--- src/mux_settings.svh ---
// ====================
// Build-time sizes for the instruction-group mux stage
// Line, parcel, slot and PC widths plus the reset PC
// ====================

`ifndef MUX_SETTINGS_SVH
`define MUX_SETTINGS_SVH

// Cache line delivered by fetch each cycle
`define MUX_LINE_BITS 512

// Smallest addressable instruction unit on the line
`define MUX_PARCEL_BITS 16

// A full instruction is three parcels
`define MUX_INS_BITS 48

// Instructions cut from the line per cycle
`define MUX_SLOTS 4

// Slot k starts k times this many parcels past the PC
`define MUX_SLOT_STRIDE 3

// Byte-address PC width
`define MUX_PC_BITS 32

// Default PC, also the idle value of the flow outputs
`define MUX_RESET_PC 32'hFFFC0000

// Interrupt priority level carried in the header
`define MUX_IPL_BITS 6

// Parcel index of a slot on the line, with headroom past the end
`define MUX_CLI_BITS 6

// Four-slot window handed to the history check
`define MUX_WIN_BITS (`MUX_SLOTS * `MUX_SLOT_STRIDE * `MUX_PARCEL_BITS)

`endif
--- src/mux_pkg.sv ---
// ====================
// Shared types of the mux stage
// PC, instruction, opcode, slot and interrupt header
// ====================

`include "mux_settings.svh"

package mux_pkg;

	// ====================
	// Scalar types
	// ====================

	// Byte address of an instruction
	typedef logic [`MUX_PC_BITS-1:0] pc_t;

	// Raw instruction as cut from the line
	// Opcode sits in the low seven bits
	typedef logic [`MUX_INS_BITS-1:0] ins_t;

	// Opcodes the front end cares about
	// Everything else decodes as ordinary non-flow work
	typedef enum logic [6:0] {
		OP_NOP = 7'h00,
		OP_ALU = 7'h04,
		OP_BSR = 7'h20,
		OP_JSR = 7'h21,
		OP_RET = 7'h22,
		OP_BCC = 7'h26
	} opcode_e;

	// ====================
	// Composite types
	// ====================

	// One instruction slot of a fetch group
	// The cli field is the parcel index on the cache line
	typedef struct packed {
		logic valid;
		logic ssm;
		logic [`MUX_CLI_BITS-1:0] cli;
		pc_t pc;
		ins_t ins;
	} slot_t;

	// Interrupt header travelling alongside the group
	typedef struct packed {
		logic hwi;
		logic [`MUX_IPL_BITS-1:0] old_ipl;
		logic [7:0] cause;
		logic [7:0] sn;
	} irq_hdr_t;

	// NOP used to fill killed and suppressed slots
	// All operand fields are zero
	localparam ins_t NOP_INS = {{(`MUX_INS_BITS - 7){1'b0}}, OP_NOP};

endpackage

--- src/fetch_history.sv ---
// ====================
// Previous-fetch history
// Flags repeated groups and arrival of a new cache line
// ====================

`timescale 1ns/1ns

`include "mux_settings.svh"

module fetch_history (
	input  logic                      clk,
	input  logic                      rst_i,
	input  logic                      advance_i,
	input  mux_pkg::pc_t              pc_i,
	input  logic [`MUX_WIN_BITS-1:0]  aligned_i,
	input  logic [`MUX_LINE_BITS-1:0] line_i,
	output logic                      redundant_o,
	output logic                      new_cline_o
);

	// PC and window captured at the last advance
	mux_pkg::pc_t prev_pc;
	logic [`MUX_WIN_BITS-1:0] prev_aligned;

	// Two-deep line history, newest in line_q
	logic [`MUX_LINE_BITS-1:0] line_q;
	logic [`MUX_LINE_BITS-1:0] line_qq;

	// ====================
	// History registers
	// ====================

	// Everything here follows the fetch advance only
	// so back-pressure on the mux stage does not disturb it
	always_ff @(posedge clk) begin
		if (rst_i) begin
			prev_pc <= '0;
			prev_aligned <= '0;
			line_q <= '0;
			line_qq <= '0;
		end else if (advance_i) begin
			prev_pc <= pc_i;
			prev_aligned <= aligned_i;
			line_qq <= line_q;
			line_q <= line_i;
		end
	end

	// ====================
	// Compare
	// ====================

	// Same PC over the same window means fetch repeated itself
	assign redundant_o = (prev_pc == pc_i) && (prev_aligned == aligned_i);

	// A line differing from the one before it has just entered the stage
	assign new_cline_o = (line_q != line_qq);

endmodule

--- config.mk ---
export PLATFORM = sky130hd
export DESIGN_NAME = fetch_history
export DESIGN_NICKNAME = d
export VERILOG_FILES = /design/src/mux_pkg.sv /design/src/fetch_history.sv
export VERILOG_INCLUDE_DIRS = /design/src
export SDC_FILE = /design/constraint.sdc
export NUM_CORES = 2
export LEC_CHECK = 0
export ABC_AREA = 0
export BUFFER_PORTS_ARGS = -buffer_cell sky130_fd_sc_hd__buf_2
export CORE_MARGIN = 2
export CORE_UTILIZATION = 45
export CTS_BUF_LIST = sky130_fd_sc_hd__clkbuf_2
export CTS_CLUSTER_SIZE = 8
export DETAILED_ROUTE_END_ITERATION = 8
export GPL_TIMING_DRIVEN = 0
export PLACE_DENSITY = 0.75
export SLEW_MARGIN = 40
export SYNTH_ARGS = -nofsm -noshare
export SYNTH_HDL_FRONTEND = slang
export SYNTH_SLANG_ARGS = --single-unit
export TNS_END_PERCENT = 10
--- constraint.sdc ---
create_clock -name clk -period 1.4 [get_ports clk]
set_input_delay 0.14 -clock clk [delete_from_list [all_inputs] [get_ports clk]]
set_output_delay 0.14 -clock clk [all_outputs]
set_load 0.05 [all_outputs]
==> summary.md, run 1 <==
| Metric | Value |
|---|---|
| Post-CTS Hold Fix Bufs | 1564 |
| TritonCTS buffer count | 335 |
| Buffers on Ports | 738 |
| CTS root buffer | clkbuf_2 |
| Max clock buf depth | 4 |
| Synth Area in XOR/XNOR | 0.121 |
| Post-synthesis sequential area ratio | 0.486 |
| Area share of the largest cell type after synthesis | 0.486 |
| Synth Area in Compound Gates | 0.00411 |
| Adder-cell area share of the yosys netlist | 0 |
| Leading area contributor after synthesis | dfxtp_1 |
| Max H-tree Level | 5 |
| Cells resized by post-CTS repair | 164 |
| Starting Density | 0.452 |
| Simple-gate share of the synthesized area | 0.121 |
| IO Count | 741 |
| Post-Syn Area | 51500 um2 |
| Async SR Flop Fraction | 0 |
| Placed cell areas | 57100 um2 |
| Post-synthesis register bit count | 1248 |
| Mapped Nets | 5772 |
| Setup Fix Bufs, Post-CTS | 0 |
| Syn Area/Cell | 10.2 um2 |
| Stopped at | clock tree synthesis (4_1_cts) |
| Clk sink count | 1248 |
| Largest family of logic cells by synthesized area | multiplexers |
| Row cnt | 124 |
| Mux cell area share after synthesis | 0.243 |
| Die extent in y | 342 um |
| Die Wd | 342 um |
| Yosys warns | 0 |
| Unique masters post-synth | 28 |
| Post-DP HPWL | 154000 um |
| Final Wtd Congestion | 0.972 |
| Cells after Synth | 5033 |
| Status | aborted with a tool error |
| Top cells by area, synth | dfxtp_1 (49%), mux2i_1 (24%), xnor2_1 (9.5%), nor2_1 (9.1%), xor2_1 (2.6%) |
| Most used DFF post-synth | dfxtp_1 |
| Post-synth EDFFs | 0 |
| Stop err | [ERROR RSZ-0060] Max buffer count reached. |
[through the flow]
step                      cells  setup slack [ns]
after floorplan            5033            -0.260
after global placement     7283             -1.64
after detailed placement   7283             -1.66
[cells in the mapped netlist, drive strengths merged, types with 2 or more instances]
cell type and instances:
a22o 4, a22oi 2, buf 136, clkbuf 142, dfxtp 1248, inv 26, mux2i 1248, nand2b 2
nand4 159, nor2 1250, nor4 82, o22ai 7, o2bb2ai 8, xnor2 556, xor2 153
[kinds of logic after synthesis]
kind of cell,Yosys count
and+or+nand+nor,1498
muxes,1248
DFF,1248
xor gates and xnor gates,709
buffers and inverters,304
AOI/OAI and AO/OA,26
==> inputs of run 2 (changes only) <==
Settings changed: CORE_UTILIZATION 45 to 30, CTS_BUF_LIST sky130_fd_sc_hd__clkbuf_2 to unset, CTS_CLUSTER_SIZE 8 to unset, PLACE_DENSITY 0.75 to unset, PLACE_DENSITY_LB_ADDON set to 0.15.
Clock period 1.4 ns to 1.8 ns, I/O delays scaled along.
==> summary.md, run 2 <==
| Metric | Value |
|---|---|
| Leakage | 31.2 nW |
| Status | finished with violations |
| FF-to-FF path depth | 2 |
| Arrival @ worst endpoint | 3.23 ns |
| Synth cell count leaders | nor2_1 (1250), dfxtp_1 (1248), mux2i_1 (1248), xnor2_1 (556), nand4_1 (159) |
| Iter 0 DRT Violations | 2466 |
| Final hold vios | 0 |
| CP Launch Type | register |
| Post-synthesis register bit count | 1248 |
| Hold-critical path endpoint | line_q[282] |
| Detailed-route wire length | 227000 um |
| DIE AREA | 175000 um2 |
| Async SR Flop Fraction | 0 |
| Critical path class | register to output pin |
| Max incr delay on CP | 0.52 ns |
| Actual slew at the worst max-slew pin | 0.885 ns |
| Die extent in y | 418 um |
| TritonCTS buffer count | 146 |
| Buffers on Ports | 738 |
| Post-Syn Area | 51500 um2 |
| Yosys warns | 0 |
| Cell Chain, Critical Path | xnor2_1, nand4_1, nor4_4, nand4_1, nor4_4, nand2_2, buf_8 |
| Min-delay worst type | input pin to register |
| RSZ-0062 raised after global routing | yes |
| Final worst-path cycle share | 1.89 |
| Global route overflow | 0 |
| Initial antenna violation count | 63 |
| Non-filler cells, final | 9019 |
| Layout cell share with drive strength beyond 1 | 0.184 |
| Unique masters post-synth | 28 |
| Max Cap Violations | 0 |
| Cells after Synth | 5033 |
| Final net count | 7395 |
| Slew Limit Fails | 0 |
| Fin worst setup slack | -1.61 ns |
| Hold depth | 4 |
| Clock latency on the worst-skew pair | 0.79 ns |
| Total iterations of the first detailed-routing run | 5 |
| Count leader, synth | nor2_1 |
| Failing checks | setup timing |
| Die Wd | 418 um |
| Clk sink count | 1248 |
| Final Skew | 0.0236 ns |
| RR Startpoint | line_q[19] |
| Post-synth EDFFs | 0 |
| Leading area contributor after synthesis | dfxtp_1 |
| Commonest non-fill, non-tap cell in the layout | nor2_1 |
| Biggest regs | line_q (512), line_qq (512), prev_aligned (192) |
| Area Overhead vs Synth | 39.1% |
| IO Count | 741 |
| Core area | 170000 um2 |
| Gr usage total | 0.252 |
| Final Wtd Congestion | 0.898 |
| Mapped Nets | 5772 |
| Placed Cells | 7989 |
| Most used DFF post-synth | dfxtp_1 |
| Top cells by area, synth | dfxtp_1 (49%), mux2i_1 (24%), xnor2_1 (9.5%), nor2_1 (9.1%), xor2_1 (2.6%) |
| Maximum vdd drop | 0.000856 V |
| TNS Setup | -2.99 ns |
| Starting Density | 0.303 |
| Number of global-route vias before repair | 41.5k |
| CTS root buffer | clkbuf_16 |
| Hold path start | line_i[282] |
| RR Endpoint | line_qq[19] |
| Routed length per placed instance | 25.1 um |
| Largest net degree at the start of global routing | 17 |
| Reg clk slew, reported paths | 0.06 ns |
| Worst slew margin | 0.410 |
| Setup WS pre-CTS | -1.61 ns |
| CTS tree | built |
| Vias | 42.2k |
| Syn Area/Cell | 10.2 um2 |
| Drt via density | 4.68 |
| Setup crit end kind | output pin |
| Max H-tree Level | 4 |
| DRC violations left | 0 |
| Area share of the largest cell type after synthesis | 0.486 |
| Final ANT Viol Nets | 0 |
| Max FO, Critical Path | 3 |
| Post-DP HPWL | 176000 um |
| R2R setup slack | 0.89 ns |
| Max clock buf depth | 3 |
| Row cnt | 151 |
| FMAX | 293 MHz |
| Post-synthesis sequential area ratio | 0.486 |
| Final setup fails | 2 |
| Fill cells | 16.7k |
| WP data required | 1.62 ns |
| Pwr per Cell Area | 986 nW/um2 |
| Clock period minus worst slack | 3.41 ns |
| Most frequent cells in the layout | nor2_1 (1250), mux2i_1 (1248), dfxtp_1 (1244) |
| First-pass GRT wire length | 309000 um |
| Critical-path top delay cell | xnor2_1 |
==> run 2: area by class of cell <==
cell class,count,area (um2),area share
Clock buffer,225,4330,0.0605
Tap cell,2218,2780,0.0388
Timing Repair Buffer,1475,11100,0.155
Clock inverter,36,527,0.00736
Sequential cell,1248,25000,0.349
Inverter,26,97.6,0.00136
Multi-Input combinational cell,3481,26500,0.370
Buffer,278,1240,0.0173
Antenna cell,32,80.1,0.00112
==> run 2: report_power, final <==
| group | switching [mW] | total (mW) | internal [mW] |
|---|---|---|---|
| Clock | 12.6 | 30.2 | 17.6 |
| Combinational | 5.56 | 10.1 | 4.55 |
| Sequential | 1.31 | 30.3 | 29.0 |
==> run 2: kinds of logic after synthesis <==
group / Yosys count / share of synthesized area
AND/OR/NAND/NOR: 1498 / 0.121
multiplexers: 1248 / 0.243
flip-flops: 1248 / 0.486
XOR/XNOR: 709 / 0.121
buffers and inverters: 304 / 0.0255
AO/OA/AOI/OAI: 26 / 0.00411
==> run 2: timing repair <==
item / CTS / global route
pin swaps: 27 / 5
hold endpoints to repair: 736 / 0
hold buffers: 736 / 0
setup endpoints to repair: 2 / 2
gates cloned: 0 / 0
resized for setup: 136 / 24
setup buffers: 1 / 0
==> run 2: per-layer routing <==
metal | GRT usage | vias to the layer above | part of all wire
met4 | 0.156 | 10 | 0.068
li1 | - | 20212 | -
met5 | 0 | - | 0.00030
met1 | 0.307 | 20332 | 0.42
met3 | 0.0304 | 442 | 0.039
met2 | 0.423 | 1202 | 0.48
==> run 2: critical path: cells and delay by family, from the launching register on <==
family        cells  cell delay, ns
simple gates      5            1.39
xor+xnor          1            0.52
flops             1            0.35
buf+inv           1            0.19
==> run 2: per-stage QoR <==
stage	hold WS [ns]	power, mW	area [um2]	utilization
2_1_floorplan	0.327	35.1	51500	-
3_3_place_gp	0.415	39.2	57900	0.341
3_5_place_dp	0.422	39.3	58100	0.342
4_1_cts	0.109	71.1	71300	0.420
5_1_grt	0.157	73.0	71600	0.421
6_report	0.154	70.6	71600	0.421
==> run 2: worst max-delay path by stage <==
stage / endpoint / from / cells after the start / slack (ns)
3_3_place_gp: new_cline_o / line_q[34] / 7 / -1.71
6_report: new_cline_o / line_q[245] / 7 / -1.61
3_5_place_dp: new_cline_o / line_q[36] / 7 / -1.61
2_1_floorplan: redundant_o / prev_aligned[9] / 6 / 0.06
4_1_cts: new_cline_o / line_q[199] / 7 / -1.62
5_1_grt: new_cline_o / line_q[302] / 7 / -1.61
Power figures use the tool's default switching activity.
