## config.mk

```make
export PLATFORM = sky130hd
export DESIGN_NAME = flow_detect
export DESIGN_NICKNAME = d
export VERILOG_FILES = /design/src/mux_pkg.sv /design/src/flow_detect.sv
export VERILOG_INCLUDE_DIRS = /design/src
export SDC_FILE = /design/constraint.sdc
export NUM_CORES = 1
export LEC_CHECK = 0
export BUFFER_PORTS_ARGS = -buffer_cell sky130_fd_sc_hd__buf_4
export CAP_MARGIN = 20
export CORE_AREA = 2 2 162 164
export DETAILED_ROUTE_END_ITERATION = 10
export DIE_AREA = 0 0 164 166
export PLACE_DENSITY = 0.72
export SYNTH_ARGS = -nofsm -noshare
export SYNTH_HDL_FRONTEND = slang
export SYNTH_SLANG_ARGS = --single-unit
```

## constraint.sdc

```tcl
create_clock -name vclk -period 6.15
set_clock_uncertainty 0.1 [all_clocks]
set_input_delay 0.3075 -clock vclk [all_inputs]
set_output_delay 0.3075 -clock vclk [all_outputs]
set_load 0.005 [all_outputs]
```

## src/mux_settings.svh

```systemverilog
// ====================
// Build-time sizes for the instruction-group mux stage
// Line, parcel, slot and PC widths plus the reset PC
// ====================

`ifndef MUX_SETTINGS_SVH
`define MUX_SETTINGS_SVH

// Cache line delivered by fetch each cycle
`define MUX_LINE_BITS 512

// Smallest addressable instruction unit on the line
`define MUX_PARCEL_BITS 16

// A full instruction is three parcels
`define MUX_INS_BITS 48

// Instructions cut from the line per cycle
`define MUX_SLOTS 4

// Slot k starts k times this many parcels past the PC
`define MUX_SLOT_STRIDE 3

// Byte-address PC width
`define MUX_PC_BITS 32

// Default PC, also the idle value of the flow outputs
`define MUX_RESET_PC 32'hFFFC0000

// Interrupt priority level carried in the header
`define MUX_IPL_BITS 6

// Parcel index of a slot on the line, with headroom past the end
`define MUX_CLI_BITS 6

// Four-slot window handed to the history check
`define MUX_WIN_BITS (`MUX_SLOTS * `MUX_SLOT_STRIDE * `MUX_PARCEL_BITS)

`endif
```

## src/mux_pkg.sv

```systemverilog
// ====================
// Shared types of the mux stage
// PC, instruction, opcode, slot and interrupt header
// ====================

`include "mux_settings.svh"

package mux_pkg;

	// ====================
	// Scalar types
	// ====================

	// Byte address of an instruction
	typedef logic [`MUX_PC_BITS-1:0] pc_t;

	// Raw instruction as cut from the line
	// Opcode sits in the low seven bits
	typedef logic [`MUX_INS_BITS-1:0] ins_t;

	// Opcodes the front end cares about
	// Everything else decodes as ordinary non-flow work
	typedef enum logic [6:0] {
		OP_NOP = 7'h00,
		OP_ALU = 7'h04,
		OP_BSR = 7'h20,
		OP_JSR = 7'h21,
		OP_RET = 7'h22,
		OP_BCC = 7'h26
	} opcode_e;

	// ====================
	// Composite types
	// ====================

	// One instruction slot of a fetch group
	// The cli field is the parcel index on the cache line
	typedef struct packed {
		logic valid;
		logic ssm;
		logic [`MUX_CLI_BITS-1:0] cli;
		pc_t pc;
		ins_t ins;
	} slot_t;

	// Interrupt header travelling alongside the group
	typedef struct packed {
		logic hwi;
		logic [`MUX_IPL_BITS-1:0] old_ipl;
		logic [7:0] cause;
		logic [7:0] sn;
	} irq_hdr_t;

	// NOP used to fill killed and suppressed slots
	// All operand fields are zero
	localparam ins_t NOP_INS = {{(`MUX_INS_BITS - 7){1'b0}}, OP_NOP};

endpackage

```

## src/flow_detect.sv

```systemverilog
// ====================
// Flow-change detector
// Finds the first call, branch or return in the registered group
// and forms its target and return PC
// ====================

`timescale 1ns/1ns

`include "mux_settings.svh"

module flow_detect (
	input  mux_pkg::slot_t slot_i [`MUX_SLOTS],
	output logic           do_bsr_o,
	output logic           do_call_o,
	output logic           do_ret_o,
	output mux_pkg::pc_t   bsr_tgt_o,
	output mux_pkg::pc_t   ret_pc_o
);

	// Displacement and absolute target fields of the instruction
	localparam int DISP_LSB = 24;
	localparam int DISP_BITS = `MUX_INS_BITS - DISP_LSB;
	localparam int ABS_LSB = 16;

	// Byte length of one instruction, used for the link address
	localparam int INS_BYTES = `MUX_INS_BITS / 8;

	mux_pkg::opcode_e opc [`MUX_SLOTS];
	mux_pkg::pc_t rel_tgt [`MUX_SLOTS];
	mux_pkg::pc_t abs_tgt [`MUX_SLOTS];
	mux_pkg::pc_t link_pc [`MUX_SLOTS];
	logic [DISP_BITS-1:0] disp [`MUX_SLOTS];
	logic found;

	// ====================
	// Per-slot decode
	// ====================

	always_comb begin
		for (int k = 0; k < `MUX_SLOTS; k++) begin
			opc[k] = mux_pkg::opcode_e'(slot_i[k].ins[6:0]);
			disp[k] = slot_i[k].ins[`MUX_INS_BITS-1:DISP_LSB];
			// PC relative target with sign-extended displacement
			rel_tgt[k] = slot_i[k].pc +
				{{(`MUX_PC_BITS - DISP_BITS){disp[k][DISP_BITS-1]}}, disp[k]};
			abs_tgt[k] = slot_i[k].ins[ABS_LSB +: `MUX_PC_BITS];
			link_pc[k] = slot_i[k].pc + `MUX_PC_BITS'(INS_BYTES);
		end
	end

	// ====================
	// Priority scan
	// ====================

	// Slot 0 has priority and only the first flow instruction counts
	always_comb begin
		found = 1'b0;
		do_bsr_o = 1'b0;
		do_call_o = 1'b0;
		do_ret_o = 1'b0;
		bsr_tgt_o = `MUX_RESET_PC;
		ret_pc_o = `MUX_RESET_PC;
		for (int k = 0; k < `MUX_SLOTS; k++) begin
			if (!found && slot_i[k].valid) begin
				case (opc[k])
					mux_pkg::OP_BSR: begin
						found = 1'b1;
						do_bsr_o = 1'b1;
						do_call_o = 1'b1;
						bsr_tgt_o = rel_tgt[k];
						ret_pc_o = link_pc[k];
					end
					mux_pkg::OP_JSR: begin
						found = 1'b1;
						do_bsr_o = 1'b1;
						do_call_o = 1'b1;
						bsr_tgt_o = abs_tgt[k];
						ret_pc_o = link_pc[k];
					end
					mux_pkg::OP_BCC: begin
						found = 1'b1;
						do_bsr_o = 1'b1;
						bsr_tgt_o = rel_tgt[k];
					end
					mux_pkg::OP_RET: begin
						found = 1'b1;
						do_ret_o = 1'b1;
					end
					default: begin
						found = 1'b0;
					end
				endcase
			end
		end
	end

endmodule

```

==> results.toml, run 1 <==
[run_status]
run_status = "completed"

[setup_path]
start_kind = "input pin"
critical_path_class = "input pin to primary output"
cp_common_cell = "buf_4"
crit_buf_inv = 2
worst-path-stages = 11
critPathTopFamily = "simple AND/OR/NAND/NOR gates"
crit_required_ns = 5.74
cp_max_fo = 25
crit_chain = "buf_4, nor4b_4, and2_1, nand2_1, a31oi_1, o21ai_4, nand3_4, a2111o_1, a221oi_1, nor4_1, buf_4"
crit_path_end_kind = "primary output"
cp_slowest_cell = "nor4_1"
critical_path_arrival_ns = 4.24
crit_path_max_incr_delay_ns = 0.69

[grt]
grt_max_degree = 46
grt_pass1_wl_um = 76600
antenna_found_initial = 3
grt_use_total_pct = 35.8
overflow = 0
grt_pass1_vias = 13618

[floorplanning]
die_y_um = 166
dieArea_um2 = 27200
fp.dieW_um = 164
initial_core_util_pct = 42.8
ios = 419
fp-row-count = 59
core_um2 = 25600

[route]
dr.first_iter.drc_count = 1661
viasPerCell = 6.54
wl_um = 52000
vias = 14557
drc_errors = 0
met3_length_um = 4910
wl_met2_um = 24100
antenna_left = 0
wl_met1_um = 22000
post_drt_wl_per_cell_um = 23.4
firstDrtPassIters = 7
top_layer_used = "met5"

[pwr]
intPower_uw = 465
p_leak_uw = 0.00597
clkPwrFrac_pct = 0
switchingPower_uw = 584
p_sw_share_pct = 55.7
combinationalPowerShare_pct = 100.0
vdd_drop_max_v = 0.0000492
power_uw = 1050
power-per-cell-area_nw_per_um2 = 75.5
p_seq_share_pct = 0

[flow_run]
maxCapViolCount = 0

[sta]
hold_violations = 0
rsz0062_at_grt = "no"
setup_viol = 0
slew_headroom_pct = 26.0
finalSetupTns_ns = 0
min_period_ns = 4.64
max_freq_mhz = 215
slew_violations = 0
tightest_slew_ns = 1.11
fin_crit_sh_pct = 75.5

[layout]
fin_area_um2 = 13900
design.final.nets = 2374
ff_latch_area_um2 = 0
n_fill_cell = 2564
drive_gt1_share_pct = 21.1
stdcell_count = 2225
seq_cells = 0
syn_to_final_growth_pct = 26.8
clockBufferCount = 0
final_core_util_pct = 54.2
multiInputGateArea_um2 = 10500

[synthesis]
post-synth-top-count-cell = "a21oi_1"
synthAdderAreaFrac_pct = 15.3
netlist-cell-type-count = 82
synth_largest_area_cell = "ha_1"
ys_warn_count = 0
synth-simple-area-share_pct = 23.8
synth_mux_area_share_pct = 0.388
syn_avg_cell_area_um2 = 6.91
ys_top_cells_by_count = "a21oi_1, ha_1, nand2_1"
synth_area_leaders = "ha_1, xnor2_1, xor2_1"
syn_area_um2 = 11000
syn_nets = 2070
synthCells = 1586
synth_seq_area_share_pct = 0
yosysTopAreaCellShare_pct = 14.6
synth_xor_area_share_pct = 17.3
synth_top_family_by_area = "compound AO/OA/AOI/OAI gates"
synth_compound_area_share_pct = 39.0

[min_path]
hold_class = "input pin to primary output"
min_path_cells = 4

[clock_network]
postCtsSetupBuffers = 0
cts_resized = 0
holdBufCountCts = 0

[place]
placed_area_um2 = 13900
gp_congestion = 1.00
hpwl_um = 44000
dp.cells = 2223
port_buffers = 355
metrics by stage:
stage | setup WS (ns) | hold slack [ns]
final | 1.51 | 0.851
after global routing | 1.36 | 0.867
after CTS | 1.61 | 0.851
after detailed placement | 1.61 | 0.846
after global placement | 1.62 | 0.852
after floorplan | 2.91 | 0.584
power groups by stage:
stage / sequential, uW / clock [uW] / combinational, uW
after floorplan: 0 / 0 / 625
after global placement: 0 / 0 / 1020
after detailed placement: 0 / 0 / 1020
after CTS: 0 / 0 / 1030
after global routing: 0 / 0.0000436 / 1140
final: 0 / 0.0000436 / 1050
area by class of cell:
class,instances,area share (%)
antenna,2,0.0360
multi-input combinational,1473,75.8
timing repair buffer,369,19.9
inverter,46,1.24
tap,335,3.02
cells by family (layout without fill, tap and decap cells):
kind of cell,count (synthesis),count (layout)
compound gates,623,623
xor+xnor,217,217
fa+ha+maj,132,132
buf+inv,113,415
mux,4,4
other cells,0,2
simple gates,497,497
final timing paths:
| check | end | startpoint | slack, ns |
|---|---|---|---|
| setup / recovery | bsr_tgt_o[18] | slot_i[267] | 1.51 |
| hold / removal | ret_pc_o[0] | slot_i[312] | 0.85 |
placed cells by master (no fill, tap or decap), drive strengths merged, types with 7 or more instances in the layout:
master | Yosys | layout
buf | 6 | 369
a21oi | 133 | 133
ha | 128 | 128
nand2 | 127 | 127
xnor2 | 124 | 124
o21ai | 109 | 109
nor2 | 95 | 95
xor2 | 93 | 93
a221oi | 71 | 71
nand3 | 60 | 60
a22oi | 54 | 54
a21o | 48 | 48
inv | 46 | 46
and3 | 33 | 33
nor3 | 30 | 30
nand4 | 29 | 29
o21bai | 26 | 26
o22ai | 24 | 24
a31oi | 24 | 24
a211oi | 21 | 21
o221ai | 19 | 19
nor4 | 18 | 18
and2 | 17 | 17
and4 | 16 | 16
nor2b | 15 | 15
o21a | 14 | 14
nand2b | 13 | 13
nor3b | 9 | 9
a211o | 9 | 9
or3 | 7 | 7
metal layers:
layer | vias to the layer above | global-route usage, %
li1 | 6791 | -
met1 | 6903 | 49.1
met2 | 787 | 60.2
met3 | 74 | 5.00
met4 | 2 | 6.03
met5 | - | 0
Note: power is estimated with default switching activity, not from simulation.
==> run 2: changes to the inputs <==
--- a/config.mk
+++ b/config.mk
@@ -8,10 +8,10 @@
 export LEC_CHECK = 0
 export BUFFER_PORTS_ARGS = -buffer_cell sky130_fd_sc_hd__buf_4
 export CAP_MARGIN = 20
-export CORE_AREA = 2 2 162 164
+export CORE_AREA = 2 2 164 166
 export DETAILED_ROUTE_END_ITERATION = 10
-export DIE_AREA = 0 0 164 166
-export PLACE_DENSITY = 0.72
+export DIE_AREA = 0 0 166 168
+export PLACE_DENSITY = 0.73
 export SYNTH_ARGS = -nofsm -noshare
 export SYNTH_HDL_FRONTEND = slang
 export SYNTH_SLANG_ARGS = --single-unit
==> constraint.sdc (replaced) <==
create_clock -name vclk -period 4
set_clock_uncertainty 0.1 [all_clocks]
set_input_delay 0.2 -clock vclk [all_inputs]
set_output_delay 0.2 -clock vclk [all_outputs]
set_load 0.005 [all_outputs]
==> run 2 against run 1 <==
Effect of this change:
- cell area rose by 2.1%
- first-iteration DRC count rose by 11%
- core utilization fell by 0.39 points
- wire length rose by 0.73%
- global-route usage fell by 0.70 points
- sequential share of layout area did not move
- worst hold slack got worse by 0.21 ns
==> results.toml, run 2 (synthesis gave the netlist of run 1 again) <==
[min_path]
hold_start = "slot_i[48]"
min_path_cells = 4
holdPathEnd = "ret_pc_o[0]"
hold_class = "input pin to primary output"

[place]
port_buffers = 355
dp.cells = 2264
hpwl_um = 44600
gp_congestion = 1.01
pre_cts_ws_ns = 0.235

[sta]
slew_headroom_pct = 52.1
fin_ws_ns = 0.102
fin_crit_sh_pct = 97.4
rsz0062_at_grt = "no"
finalSetupTns_ns = 0
max_freq_mhz = 257
slew_violations = 0
setup_viol = 0
hold_violations = 0
tightest_slew_ns = 0.711
hold_ws_ns = 0.637
min_period_ns = 3.90

[route]
drc_errors = 0
dr.first_iter.drc_count = 1849
vias = 14558
viasPerCell = 6.42
firstDrtPassIters = 7
wl_um = 52400
post_drt_wl_per_cell_um = 23.1
antenna_left = 0

[layout]
layout_common_cells = "buf_4, a21oi_1, ha_1, nand2_1, xnor2_1"
design.final.nets = 2409
clockBufferCount = 0
ff_latch_area_um2 = 0
stdcell_count = 2266
syn_to_final_growth_pct = 29.5
drive_gt1_share_pct = 22.7
n_fill_cell = 2669
seq_cells = 0
multiInputGateArea_um2 = 10600
layout_commonest_cell = "buf_4"
final_core_util_pct = 53.9

[setup_path]
cp_common_cell = "buf_4"
crit_buf_inv = 3
crit_required_ns = 3.70
crit_chain = "buf_4, ha_1, nand2_1, or4_1, a211oi_1, a211oi_1, buf_4, nor2_1, nor2_1, xnor2_1, a221oi_1, nor4_1, buf_4"
critical_path_arrival_ns = 3.60
cp_slowest_cell = "a221oi_1"
crit_path_end_kind = "primary output"
start_kind = "input pin"
critPathTopFamily = "simple AND/OR/NAND/NOR gates"
crit_path_max_incr_delay_ns = 0.62
cp_max_fo = 6
critical_path_class = "input pin to primary output"

[pwr]
vdd_drop_max_v = 0.0000762
p_leak_uw = 0.00615
power-per-cell-area_nw_per_um2 = 116

[floorplanning]
fp-row-count = 60
initial_core_util_pct = 41.6
fp.dieW_um = 166
die_y_um = 168
dieArea_um2 = 27900
ios = 419
core_um2 = 26400

[grt]
grt_max_degree = 46
grt_pass1_vias = 13619
antenna_found_initial = 3
grt_use_total_pct = 35.1
overflow = 0
grt_pass1_wl_um = 77800

[run_status]
run_status = "completed"

[flow_run]
maxCapViolCount = 0

[clock_network]
postCtsSetupBuffers = 0
[run 2: cell types whose count changed in the layout (fill, tap and decap cells not counted)]
cell,previous run,this run
buf_4,369,404
a221oi_1,70,69
a221oi_2,1,2
nor3_1,30,29
nor3_2,0,1
nor4_1,14,13
nor4_2,4,5
o41ai_1,3,2
o41ai_2,1,2
[run 2: what timing repair did]
| action | 4_1_cts | 5_1_grt |
|---|---|---|
| hold buffers | 0 | 0 |
| endpoints found under the hold margin | 0 | 0 |
| endpoints found under the setup margin | 0 | 4 |
| resized for setup | 0 | 4 |
[run 2: where the power goes]
part	internal (uW)	total (uW)	switching (uW)
clock	0.0000672	0.0000672	0
sequential	0	0	0
combinational	739	1650	907
[run 2: worst max path at each step]
| stage | start | depth (start not counted) | slack, ns | endpoint |
|---|---|---|---|---|
| detailed placement | slot_i[327] | 13 | 0.24 | bsr_tgt_o[31] |
| CTS | slot_i[327] | 13 | 0.22 | bsr_tgt_o[31] |
| finish | slot_i[238] | 13 | 0.10 | bsr_tgt_o[20] |
| global placement | slot_i[327] | 13 | 0.26 | bsr_tgt_o[31] |
| global route | slot_i[238] | 14 | 0.02 | bsr_tgt_o[24] |
| floorplan | slot_i[24] | 12 | 0.97 | bsr_tgt_o[26] |
[run 2: through the flow]
step           instance area, um^2  total power, uW
3_5_place_dp                 14200             1600
4_1_cts                      14200             1610
5_1_grt                      14200             1780
2_1_floorplan                11000              961
3_3_place_gp                 14200             1600
6_report                     14200             1650
[run 2: area by class of cell]
type	instances	area share, %
multi-input combinational	1473	74.4
timing repair buffer	404	21.4
tap	341	3.01
antenna	2	0.0353
inverter	46	1.22
[run 2: metal layers]
metal	part of all wire, %	track usage (%)
met5	0.019	0
met4	1.9	6.39
met3	8.8	5.29
met2	46	59.7
met1	43	47.5
