`src/mux_settings.svh`:
```
// ====================
// Build-time sizes for the instruction-group mux stage
// Line, parcel, slot and PC widths plus the reset PC
// ====================

`ifndef MUX_SETTINGS_SVH
`define MUX_SETTINGS_SVH

// Cache line delivered by fetch each cycle
`define MUX_LINE_BITS 512

// Smallest addressable instruction unit on the line
`define MUX_PARCEL_BITS 16

// A full instruction is three parcels
`define MUX_INS_BITS 48

// Instructions cut from the line per cycle
`define MUX_SLOTS 4

// Slot k starts k times this many parcels past the PC
`define MUX_SLOT_STRIDE 3

// Byte-address PC width
`define MUX_PC_BITS 32

// Default PC, also the idle value of the flow outputs
`define MUX_RESET_PC 32'hFFFC0000

// Interrupt priority level carried in the header
`define MUX_IPL_BITS 6

// Parcel index of a slot on the line, with headroom past the end
`define MUX_CLI_BITS 6

// Four-slot window handed to the history check
`define MUX_WIN_BITS (`MUX_SLOTS * `MUX_SLOT_STRIDE * `MUX_PARCEL_BITS)

`endif
```
`src/mux_pkg.sv`:
```
// ====================
// Shared types of the mux stage
// PC, instruction, opcode, slot and interrupt header
// ====================

`include "mux_settings.svh"

package mux_pkg;

	// ====================
	// Scalar types
	// ====================

	// Byte address of an instruction
	typedef logic [`MUX_PC_BITS-1:0] pc_t;

	// Raw instruction as cut from the line
	// Opcode sits in the low seven bits
	typedef logic [`MUX_INS_BITS-1:0] ins_t;

	// Opcodes the front end cares about
	// Everything else decodes as ordinary non-flow work
	typedef enum logic [6:0] {
		OP_NOP = 7'h00,
		OP_ALU = 7'h04,
		OP_BSR = 7'h20,
		OP_JSR = 7'h21,
		OP_RET = 7'h22,
		OP_BCC = 7'h26
	} opcode_e;

	// ====================
	// Composite types
	// ====================

	// One instruction slot of a fetch group
	// The cli field is the parcel index on the cache line
	typedef struct packed {
		logic valid;
		logic ssm;
		logic [`MUX_CLI_BITS-1:0] cli;
		pc_t pc;
		ins_t ins;
	} slot_t;

	// Interrupt header travelling alongside the group
	typedef struct packed {
		logic hwi;
		logic [`MUX_IPL_BITS-1:0] old_ipl;
		logic [7:0] cause;
		logic [7:0] sn;
	} irq_hdr_t;

	// NOP used to fill killed and suppressed slots
	// All operand fields are zero
	localparam ins_t NOP_INS = {{(`MUX_INS_BITS - 7){1'b0}}, OP_NOP};

endpackage

```
`src/mux_stage_reg.sv`:
```
// ====================
// Mux stage register
// Applies single-step, interrupt, stomp and branch-miss rules
// and captures the group with its interrupt header
// ====================

`timescale 1ns/1ns

`include "mux_settings.svh"

module mux_stage_reg (
	input  logic                     clk,
	input  logic                     rst_i,
	input  logic                     stage_en_i,
	input  mux_pkg::ins_t            raw_ins_i [`MUX_SLOTS],
	input  mux_pkg::pc_t             slot_pc_i [`MUX_SLOTS],
	input  logic [`MUX_CLI_BITS-1:0] cli_i [`MUX_SLOTS],
	input  logic                     redundant_i,
	input  logic                     ssm_i,
	input  logic                     irq_i,
	input  logic                     stomp_i,
	input  logic                     flush_i,
	input  logic                     branchmiss_i,
	input  mux_pkg::pc_t             misspc_i,
	input  mux_pkg::irq_hdr_t        irq_hdr_i,
	output mux_pkg::slot_t           slot_o [`MUX_SLOTS],
	output mux_pkg::irq_hdr_t        irq_hdr_o,
	output logic                     nop_o,
	output logic                     flush_o
);

	// Single-step flag as seen at the last enabled edge
	logic ssm_q;
	logic ssm_first;
	mux_pkg::slot_t slot_d [`MUX_SLOTS];
	logic [`MUX_SLOTS-1:0] vld_q;

	// First cycle of single-step lets exactly one instruction through
	assign ssm_first = ssm_i & ~ssm_q;

	// ====================
	// Slot rules
	// ====================

	always_comb begin
		for (int k = 0; k < `MUX_SLOTS; k++) begin
			slot_d[k].pc = slot_pc_i[k];
			slot_d[k].cli = cli_i[k];
			slot_d[k].ssm = 1'b0;
			// A repeated group carries no work
			slot_d[k].ins = redundant_i ? mux_pkg::NOP_INS : raw_ins_i[k];
			// While stepping only slot 0 of the first cycle survives
			if (ssm_i && (k != 0 || !ssm_first)) begin
				slot_d[k].ins = mux_pkg::NOP_INS;
				slot_d[k].ssm = 1'b1;
			end
			// Interrupt and stomp kill the whole group
			if (k == 0)
				slot_d[k].valid = !(irq_i || stomp_i || (ssm_i && !ssm_first));
			else
				slot_d[k].valid = !(irq_i || stomp_i || ssm_i);
			// Instructions ahead of a mispredicted target must not run
			if (branchmiss_i && (misspc_i > slot_pc_i[k])) begin
				slot_d[k].ins = mux_pkg::NOP_INS;
				slot_d[k].valid = 1'b0;
			end
		end
	end

	// ====================
	// Stage register
	// ====================

	always_ff @(posedge clk) begin
		if (rst_i) begin
			ssm_q <= 1'b0;
			nop_o <= 1'b0;
			flush_o <= 1'b0;
			irq_hdr_o.hwi <= 1'b0;
			for (int k = 0; k < `MUX_SLOTS; k++) begin
				slot_o[k].valid <= 1'b0;
				slot_o[k].ssm <= 1'b0;
			end
		end else if (stage_en_i) begin
			ssm_q <= ssm_i;
			nop_o <= stomp_i;
			flush_o <= flush_i;
			// The header marks the group as a hardware interrupt
			irq_hdr_o.hwi <= irq_hdr_i.hwi;
			for (int k = 0; k < `MUX_SLOTS; k++) begin
				slot_o[k].valid <= slot_d[k].valid;
				slot_o[k].ssm <= slot_d[k].ssm;
			end
		end
		// Instruction payload and header details
		if (stage_en_i) begin
			irq_hdr_o.old_ipl <= irq_hdr_i.old_ipl;
			irq_hdr_o.cause <= irq_hdr_i.cause;
			irq_hdr_o.sn <= irq_hdr_i.sn;
			for (int k = 0; k < `MUX_SLOTS; k++) begin
				slot_o[k].cli <= slot_d[k].cli;
				slot_o[k].pc <= slot_d[k].pc;
				slot_o[k].ins <= slot_d[k].ins;
			end
		end
	end

	always_comb begin
		for (int k = 0; k < `MUX_SLOTS; k++)
			vld_q[k] = slot_o[k].valid;
	end

	// An interrupted group never reaches decode with live instructions
	a_hwi_no_valid: assert property (@(posedge clk) disable iff (rst_i)
		irq_hdr_o.hwi |-> (vld_q == '0))
		else $error("valid slot registered together with hwi header");

endmodule

```
`config.mk`:
```
export PLATFORM = sky130hd
export DESIGN_NAME = mux_stage_reg
export DESIGN_NICKNAME = d
export VERILOG_FILES = /design/src/mux_pkg.sv /design/src/mux_stage_reg.sv
export VERILOG_INCLUDE_DIRS = /design/src
export SDC_FILE = /design/constraint.sdc
export NUM_CORES = 1
export LEC_CHECK = 0
export BUFFER_PORTS_ARGS = -buffer_cell sky130_fd_sc_hd__buf_4
export CAP_MARGIN = 10
export CORE_AREA = 2 2 307 309
export DETAILED_ROUTE_END_ITERATION = 8
export DIE_AREA = 0 0 309 311
export PLACE_DENSITY_LB_ADDON = 0.05
export SYNTH_ARGS = -nofsm -noshare
export SYNTH_HDL_FRONTEND = slang
export SYNTH_SLANG_ARGS = --single-unit
```
`constraint.sdc`:
```
create_clock -name clk -period 4.7 [get_ports clk]
set_clock_uncertainty 0.2 [all_clocks]
set_input_delay 0.235 -clock clk [delete_from_list [all_inputs] [get_ports clk]]
set_output_delay 0.235 -clock clk [all_outputs]
set_load 0.01 [all_outputs]
```
==> results of run 1 <==
-- cells by family after synthesis --
group	Yosys count	synth area share, %
adder cells (fa/ha/maj)	128	9.95
AND/OR/NAND/NOR	344	11.8
flip-flops	375	69.4
AO/OA/AOI/OAI	119	4.52
buffers and inverters	165	4.12
multiplexers	4	0.249
-- state kept, by name, summed over array words and instances, names as in the netlist --
register	flops
irq_hdr_o	23
flush_o	1
nop_o	1
slot_o	350
-- through the flow --
stage          hold slack [ps]  instances  power, mW  cell area (um2)  utilization, %
3_5_place_dp               215       3152       5.48            23600            25.4
2_1_floorplan              104       1135       4.51            16100               -
5_1_grt                   81.5       3641       9.81            29000            31.3
3_3_place_gp               214       3152       5.48            23600            25.4
6_report                   111       3643       9.34            29000            31.3
4_1_cts                   53.4       3637       9.58            29000            31.3
-- worst register-to-register path, cell delays in order (launching register included) --
cell	delay, ps
dfxtp_1	420
a21oi_1	180
o2111ai_1	240
a221oi_4	280
buf_4	510
and2_1	270
-- synthesized netlist by cell type, types with 9 or more instances --
cell type,count
a21o_1,9
a21oi_1,59
and2_1,124
and2_2,20
clkbuf_1,22
dfxtp_1,9
edfxtp_1,366
ha_1,128
inv_1,129
nand2_1,76
nand4_1,30
nor2_1,14
nor3_1,51
o21ai_0,23
-- cell type report --
class	instances	area, um2	share of cell area, %
Clock buffer	62	1320	4.54
Multi-Input combinational cell	595	4310	14.8
Sequential cell	375	11200	38.5
Timing Repair Buffer	1191	9940	34.2
Antenna cell	6	15.0	0.0517
Clock inverter	31	228	0.784
Inverter	129	484	1.67
Tap cell	1254	1570	5.40
-- where the power goes --
| group | internal [mW] | switching, mW | leakage (nW) |
|---|---|---|---|
| sequential | 3.95 | 0.0726 | 3.64 |
| combinational | 0.869 | 0.762 | 8.15 |
| clock | 2.10 | 1.59 | 0.750 |
| total | 6.92 | 2.42 | 12.5 |
-- what timing repair did --
action,CTS,global route
hold endpoints to repair,440,0
gates resized for setup,0,0
hold buffers,392,0
-- worst max path at each step --
| stage | startpoint | to | slack (ps) | depth (start not counted) |
|---|---|---|---|---|
| global placement | slot_pc_i[91] | slot_o[185]$_SDFFCE_PP0P_ | 960 | 10 |
| floorplan | slot_pc_i[107] | slot_o[271]$_SDFFCE_PP0P_ | 2150 | 8 |
| CTS | slot_pc_i[90] | slot_o[195]$_SDFFCE_PP0P_ | 1060 | 11 |
| detailed placement | slot_pc_i[89] | slot_o[206]$_SDFFCE_PP0P_ | 950 | 10 |
| global route | slot_pc_i[91] | slot_o[195]$_SDFFCE_PP0P_ | 830 | 11 |
| finish | slot_pc_i[90] | slot_o[195]$_SDFFCE_PP0P_ | 1090 | 11 |
-- per-layer routing --
metal,global-route usage [%],vias to the layer above,part of all wire (%)
li1,-,6537,-
met1,16.1,6450,37
met2,27.7,501,52
met3,5.06,88,8.6
met4,3.71,10,1.9
met5,0,-,0.10
==> run metrics, run 1 <==
setup ws final 1090 ps; final hold vios 0; leakage 12.5 nW; gr ovfl total 0; Root Driver clkbuf_16; Sink Count 375; top-area cell type share of the netlist area 68.3%; Final nets 2879; most common cell after layout, fill and taps aside buf_4; DR vias 13600; hold path endpoint slot_o[263]$_SDFFE_PP0P_; Hold Crit Class in2reg; CP Class in2reg; Least-Margin Pin Slew 944 ps; crit-path cells dlygate4sd3_1 -> buf_4 -> inv_1 -> ha_1 -> nand4_1 -> nor4_1 -> nand2_1 -> a311oi_1 -> nor4_4 -> buf_4 -> and2_1; run status finished clean; EDFF count, synth 366; Worst Hold Launch misspc_i[31]; Initial DRC Count 513; CP Max Fanout 48; gate count after technology mapping 1135; synthesized flop and latch total 375; CP top delay family simple AND/OR/NAND/NOR gates; worst path bufs/invs 4; Fillers 9672; DIE WIDTH 309 um; Routed Antenna Nets 0; Reg clk slew, reported paths 60 ps; Avg WL per Cell 20.3 um; Via density 3.73; DRC 0; Synth async-reset ratio 0%; Worst-Skew Late Latency 620 ps; H-tree Lvls 2; Core Box Area 92800 um2; Slowest-stage cell, CP nor4_1; endpoints failing setup 0; Max clock buf depth 3; Slew Limit Fails 0; Critical R2R Capture slot_o[303]$_SDFFCE_PP0P_; Post-Syn Area 16100 um2; Tot GR Track Use 14.9%; DPL Wire Length 57.8 mm; Max Freq 277 MHz; RSZ-0062 raised after global routing no; Critical Path AT 3780 ps; vias in the first global route 14700; Synth Flop Type edfxtp_1; drt total wl 74.0 mm; Data required, critical path 4870 ps; distinct cell type count after synthesis 43; largest net degree at the start of global routing 119; I/O Buffers 784; ratio of cells with drive above 1 in the final layout 37.5%; Pre-Repair DR Iteration Count 6; synth top area cells edfxtp_1 (68%), ha_1 (9.9%), and2_1 (4.8%); most frequent cells in the layout buf_4 (797), dlygate4sd3_1 (392), edfxtp_1 (366); Syn-to-layout area delta 80.3%; Worst R2R Path Depth 5; Critical Path Max Stage Delay 880 ps; initial antenna violation count 13; post-synthesis net count 1671; Ports 785; initial core utilization 17.4%; CTS Buf Count 51; WHS Path Cells 4; Tmin final 3610 ps; post-CTS setup buffer count 0; CTS tree built; relative max-transition margin 36.5%; period utilisation layout 76.9%; post-synthesis sequential area ratio 69.4%; internal reg-to-reg setup slack 2460 ps; Setup crit end kind flop; CP Launch Type input port; first-pass GRT wire length 103 mm; Top cell by count, worst path buf_4; worst r2r src slot_o[174]$_SDFFE_PP0P_; Max Cap Violations 0; TNS Setup 0 ps; DP Worst Slack 947 ps; pwr/cell area 322 nW/um2; Peak supply drop 0.000266 V; Die Area 96100 um2; GPL Wtd Cong 0.752; area leader, netlist edfxtp_1; Die Height 311 um; Yosys warnings 0; Mean Syn Cell Area 14.2 um2; site row count 112
Power figures use the tool's default switching activity.
==> run 2: changes to the inputs <==
==> constraint.sdc (replaced) <==
create_clock -name clk -period 3.33 [get_ports clk]
set_clock_uncertainty 0.2 [all_clocks]
set_input_delay 0.1665 -clock clk [delete_from_list [all_inputs] [get_ports clk]]
set_output_delay 0.1665 -clock clk [all_outputs]
set_load 0.01 [all_outputs]
==> run 2 against run 1 <==
Compared with the run above:
- total power up 46%
- worst setup slack got worse by 860 ps
- register-to-register slack got worse by 1200 ps
- critical path depth shrank 1
- sequential cell count unchanged
- clock-buffer cell count rose by 1
- sequential power increased by 41%
- non-clock buffer count up 13
- design area grew 1.3%
- global-route usage is 0.12 points higher
- die area unchanged
- highest routed layer unchanged
==> run metrics, run 2 (synthesized netlist as in run 1, its figures left out) <==
WHS Path Cells 2; Syn-to-layout area delta 82.7%; largest net degree at the start of global routing 113; post-CTS sizing 0; Max Cap Violations 0; Pre-Repair DR Iteration Count 4; Fillers 9681; pwr/cell area 464 nW/um2; CP Launch Type input port; Critical Path Max Stage Delay 550 ps; ratio of cells with drive above 1 in the final layout 37.7%; CP Class in2reg; Worst R2R Path Depth 5; Critical Path AT 3390 ps; Setup crit start slot_pc_i[123]; period utilisation layout 93.2%; drt total wl 74.2 mm; Reg clk slew, reported paths 50 ps; Slew Limit Fails 0; first-pass GRT wire length 105 mm; Ports 785; RSZ-0062 raised after global routing no; Sink Count 375; Max Freq 322 MHz; H-tree Lvls 2; initial core utilization 17.4%; Avg WL per Cell 20.3 um; DR vias 13600; CTS tree built; Initial DRC Count 515; Slowest-stage cell, CP dlygate4sd3_1; Worst-Skew Late Latency 620 ps; TNS Setup 0 ps; GRT met1 Usage 16.3%; internal reg-to-reg setup slack 1240 ps; Final nets 2892; worst r2r src slot_o[174]$_SDFFE_PP0P_; leakage 12.7 nW; Max clock buf depth 3; Biggest register slot_o; Tot GR Track Use 15.1%; hold path endpoint slot_o[172]$_DFFE_PP_; initial antenna violation count 13; site row count 112; Largest register FFs 350; Root Driver clkbuf_16; DIE WIDTH 309 um; CTS Buf Count 51; Die Area 96100 um2; most frequent cells in the layout buf_4 (795), dlygate4sd3_1 (397), edfxtp_1 (366); Top Registers slot_o: 350 flops, irq_hdr_o: 23 flops; post-CTS setup buffer count 0; Hold Crit Class in2reg; Least-Margin Pin Slew 780 ps; dpl cell area 23700 um2; Data required, critical path 3610 ps; Core Box Area 92800 um2; relative max-transition margin 48.0%; fin area 29400 um2; met2 Use GR 27.7%; CP Max Fanout 48; Die Height 311 um; run status finished clean; gr ovfl total 0; crit-path cells dlygate4sd3_1 -> buf_4 -> inv_1 -> ha_1 -> nand4_1 -> or3_1 -> o41a_1 -> a221oi_4 -> buf_12 -> and2_1; Tmin final 3100 ps; final hold vios 0; Routed Antenna Nets 0; overall power 13.7 mW; Critical R2R Capture slot_o[310]$_SDFFCE_PP0P_; Via density 3.72; endpoints failing setup 0; GPL Wtd Cong 0.750; Worst Hold Launch cli_i[10]; DRC 0; I/O Buffers 784; most common cell after layout, fill and taps aside buf_4; GRT busiest layer met2; vias in the first global route 14800; grt met3 use 5.14%; DPL Wire Length 57.9 mm; Setup crit end kind flop; Peak supply drop 0.000349 V
-- run 2: changes by cell type in the layout (fill, tap and decap cells not counted), sizes merged --
cell	before	now
buf	799	807
bufinv	2	7
clkbuf	62	63
clkinv	26	23
diode	6	10
dlygate4sd3	392	397
-- run 2: worst max-delay path: cells and delay by family --
kind / cells / cell delay, ps
and+or+nand+nor: 3 / 1020
buffers and inverters: 4 / 950
AOI/OAI and AO/OA: 2 / 840
adders and majority gates: 1 / 300
-- run 2: worst max path at each step --
stage,to,slack [ps],depth (start not counted)
after floorplan,slot_o[271]$_SDFFCE_PP0P_,850,8
after global placement,slot_o[23]$_SDFFCE_PP0P_,130,11
after detailed placement,slot_o[23]$_SDFFCE_PP0P_,130,11
after CTS,slot_o[20]$_SDFFCE_PP0P_,240,12
after global routing,slot_o[37]$_SDFFCE_PP0P_,30,13
final,slot_o[310]$_SDFFCE_PP0P_,230,10
-- run 2: per-layer routing --
layer	vias to the layer above	share of wire, %
met4	8	2.1
met2	478	52
met1	6504	37
met3	82	8.6
met5	-	0.062
li1	6572	-
-- run 2: what timing repair did --
item                       in CTS  in global routing
hold endpoints to repair      418                  0
hold buffers                  397                  0
setup endpoints to repair       0                  0
-- run 2: final cells by class --
type / instances / area (um2) / share of cell area, %
multi-input combinational: 595 / 4310 / 14.6
clock buffer: 63 / 1320 / 4.49
tap: 1254 / 1570 / 5.33
timing repair buffer: 1204 / 10200 / 34.6
inverter: 129 / 484 / 1.65
antenna: 10 / 25.0 / 0.0850
clock inverter: 33 / 368 / 1.25
sequential: 375 / 11200 / 38.0
-- run 2: per-stage QoR --
step	std cells	hold WS (ps)	util [%]	worst slack [ps]
after floorplan	1135	35.6	-	846
after global placement	3160	146	25.6	134
after detailed placement	3160	146	25.6	128
after CTS	3653	1.67	31.7	244
after global routing	3661	13.6	31.7	33.4
final	3663	65.9	31.7	225
-- run 2: power by group --
part / leakage (nW) / switching, mW / internal (mW) / total, mW
logic: 8.25 / 1.08 / 1.25 / 2.33
registers: 3.64 / 0.103 / 5.57 / 5.68
clock network: 0.814 / 2.29 / 3.36 / 5.65
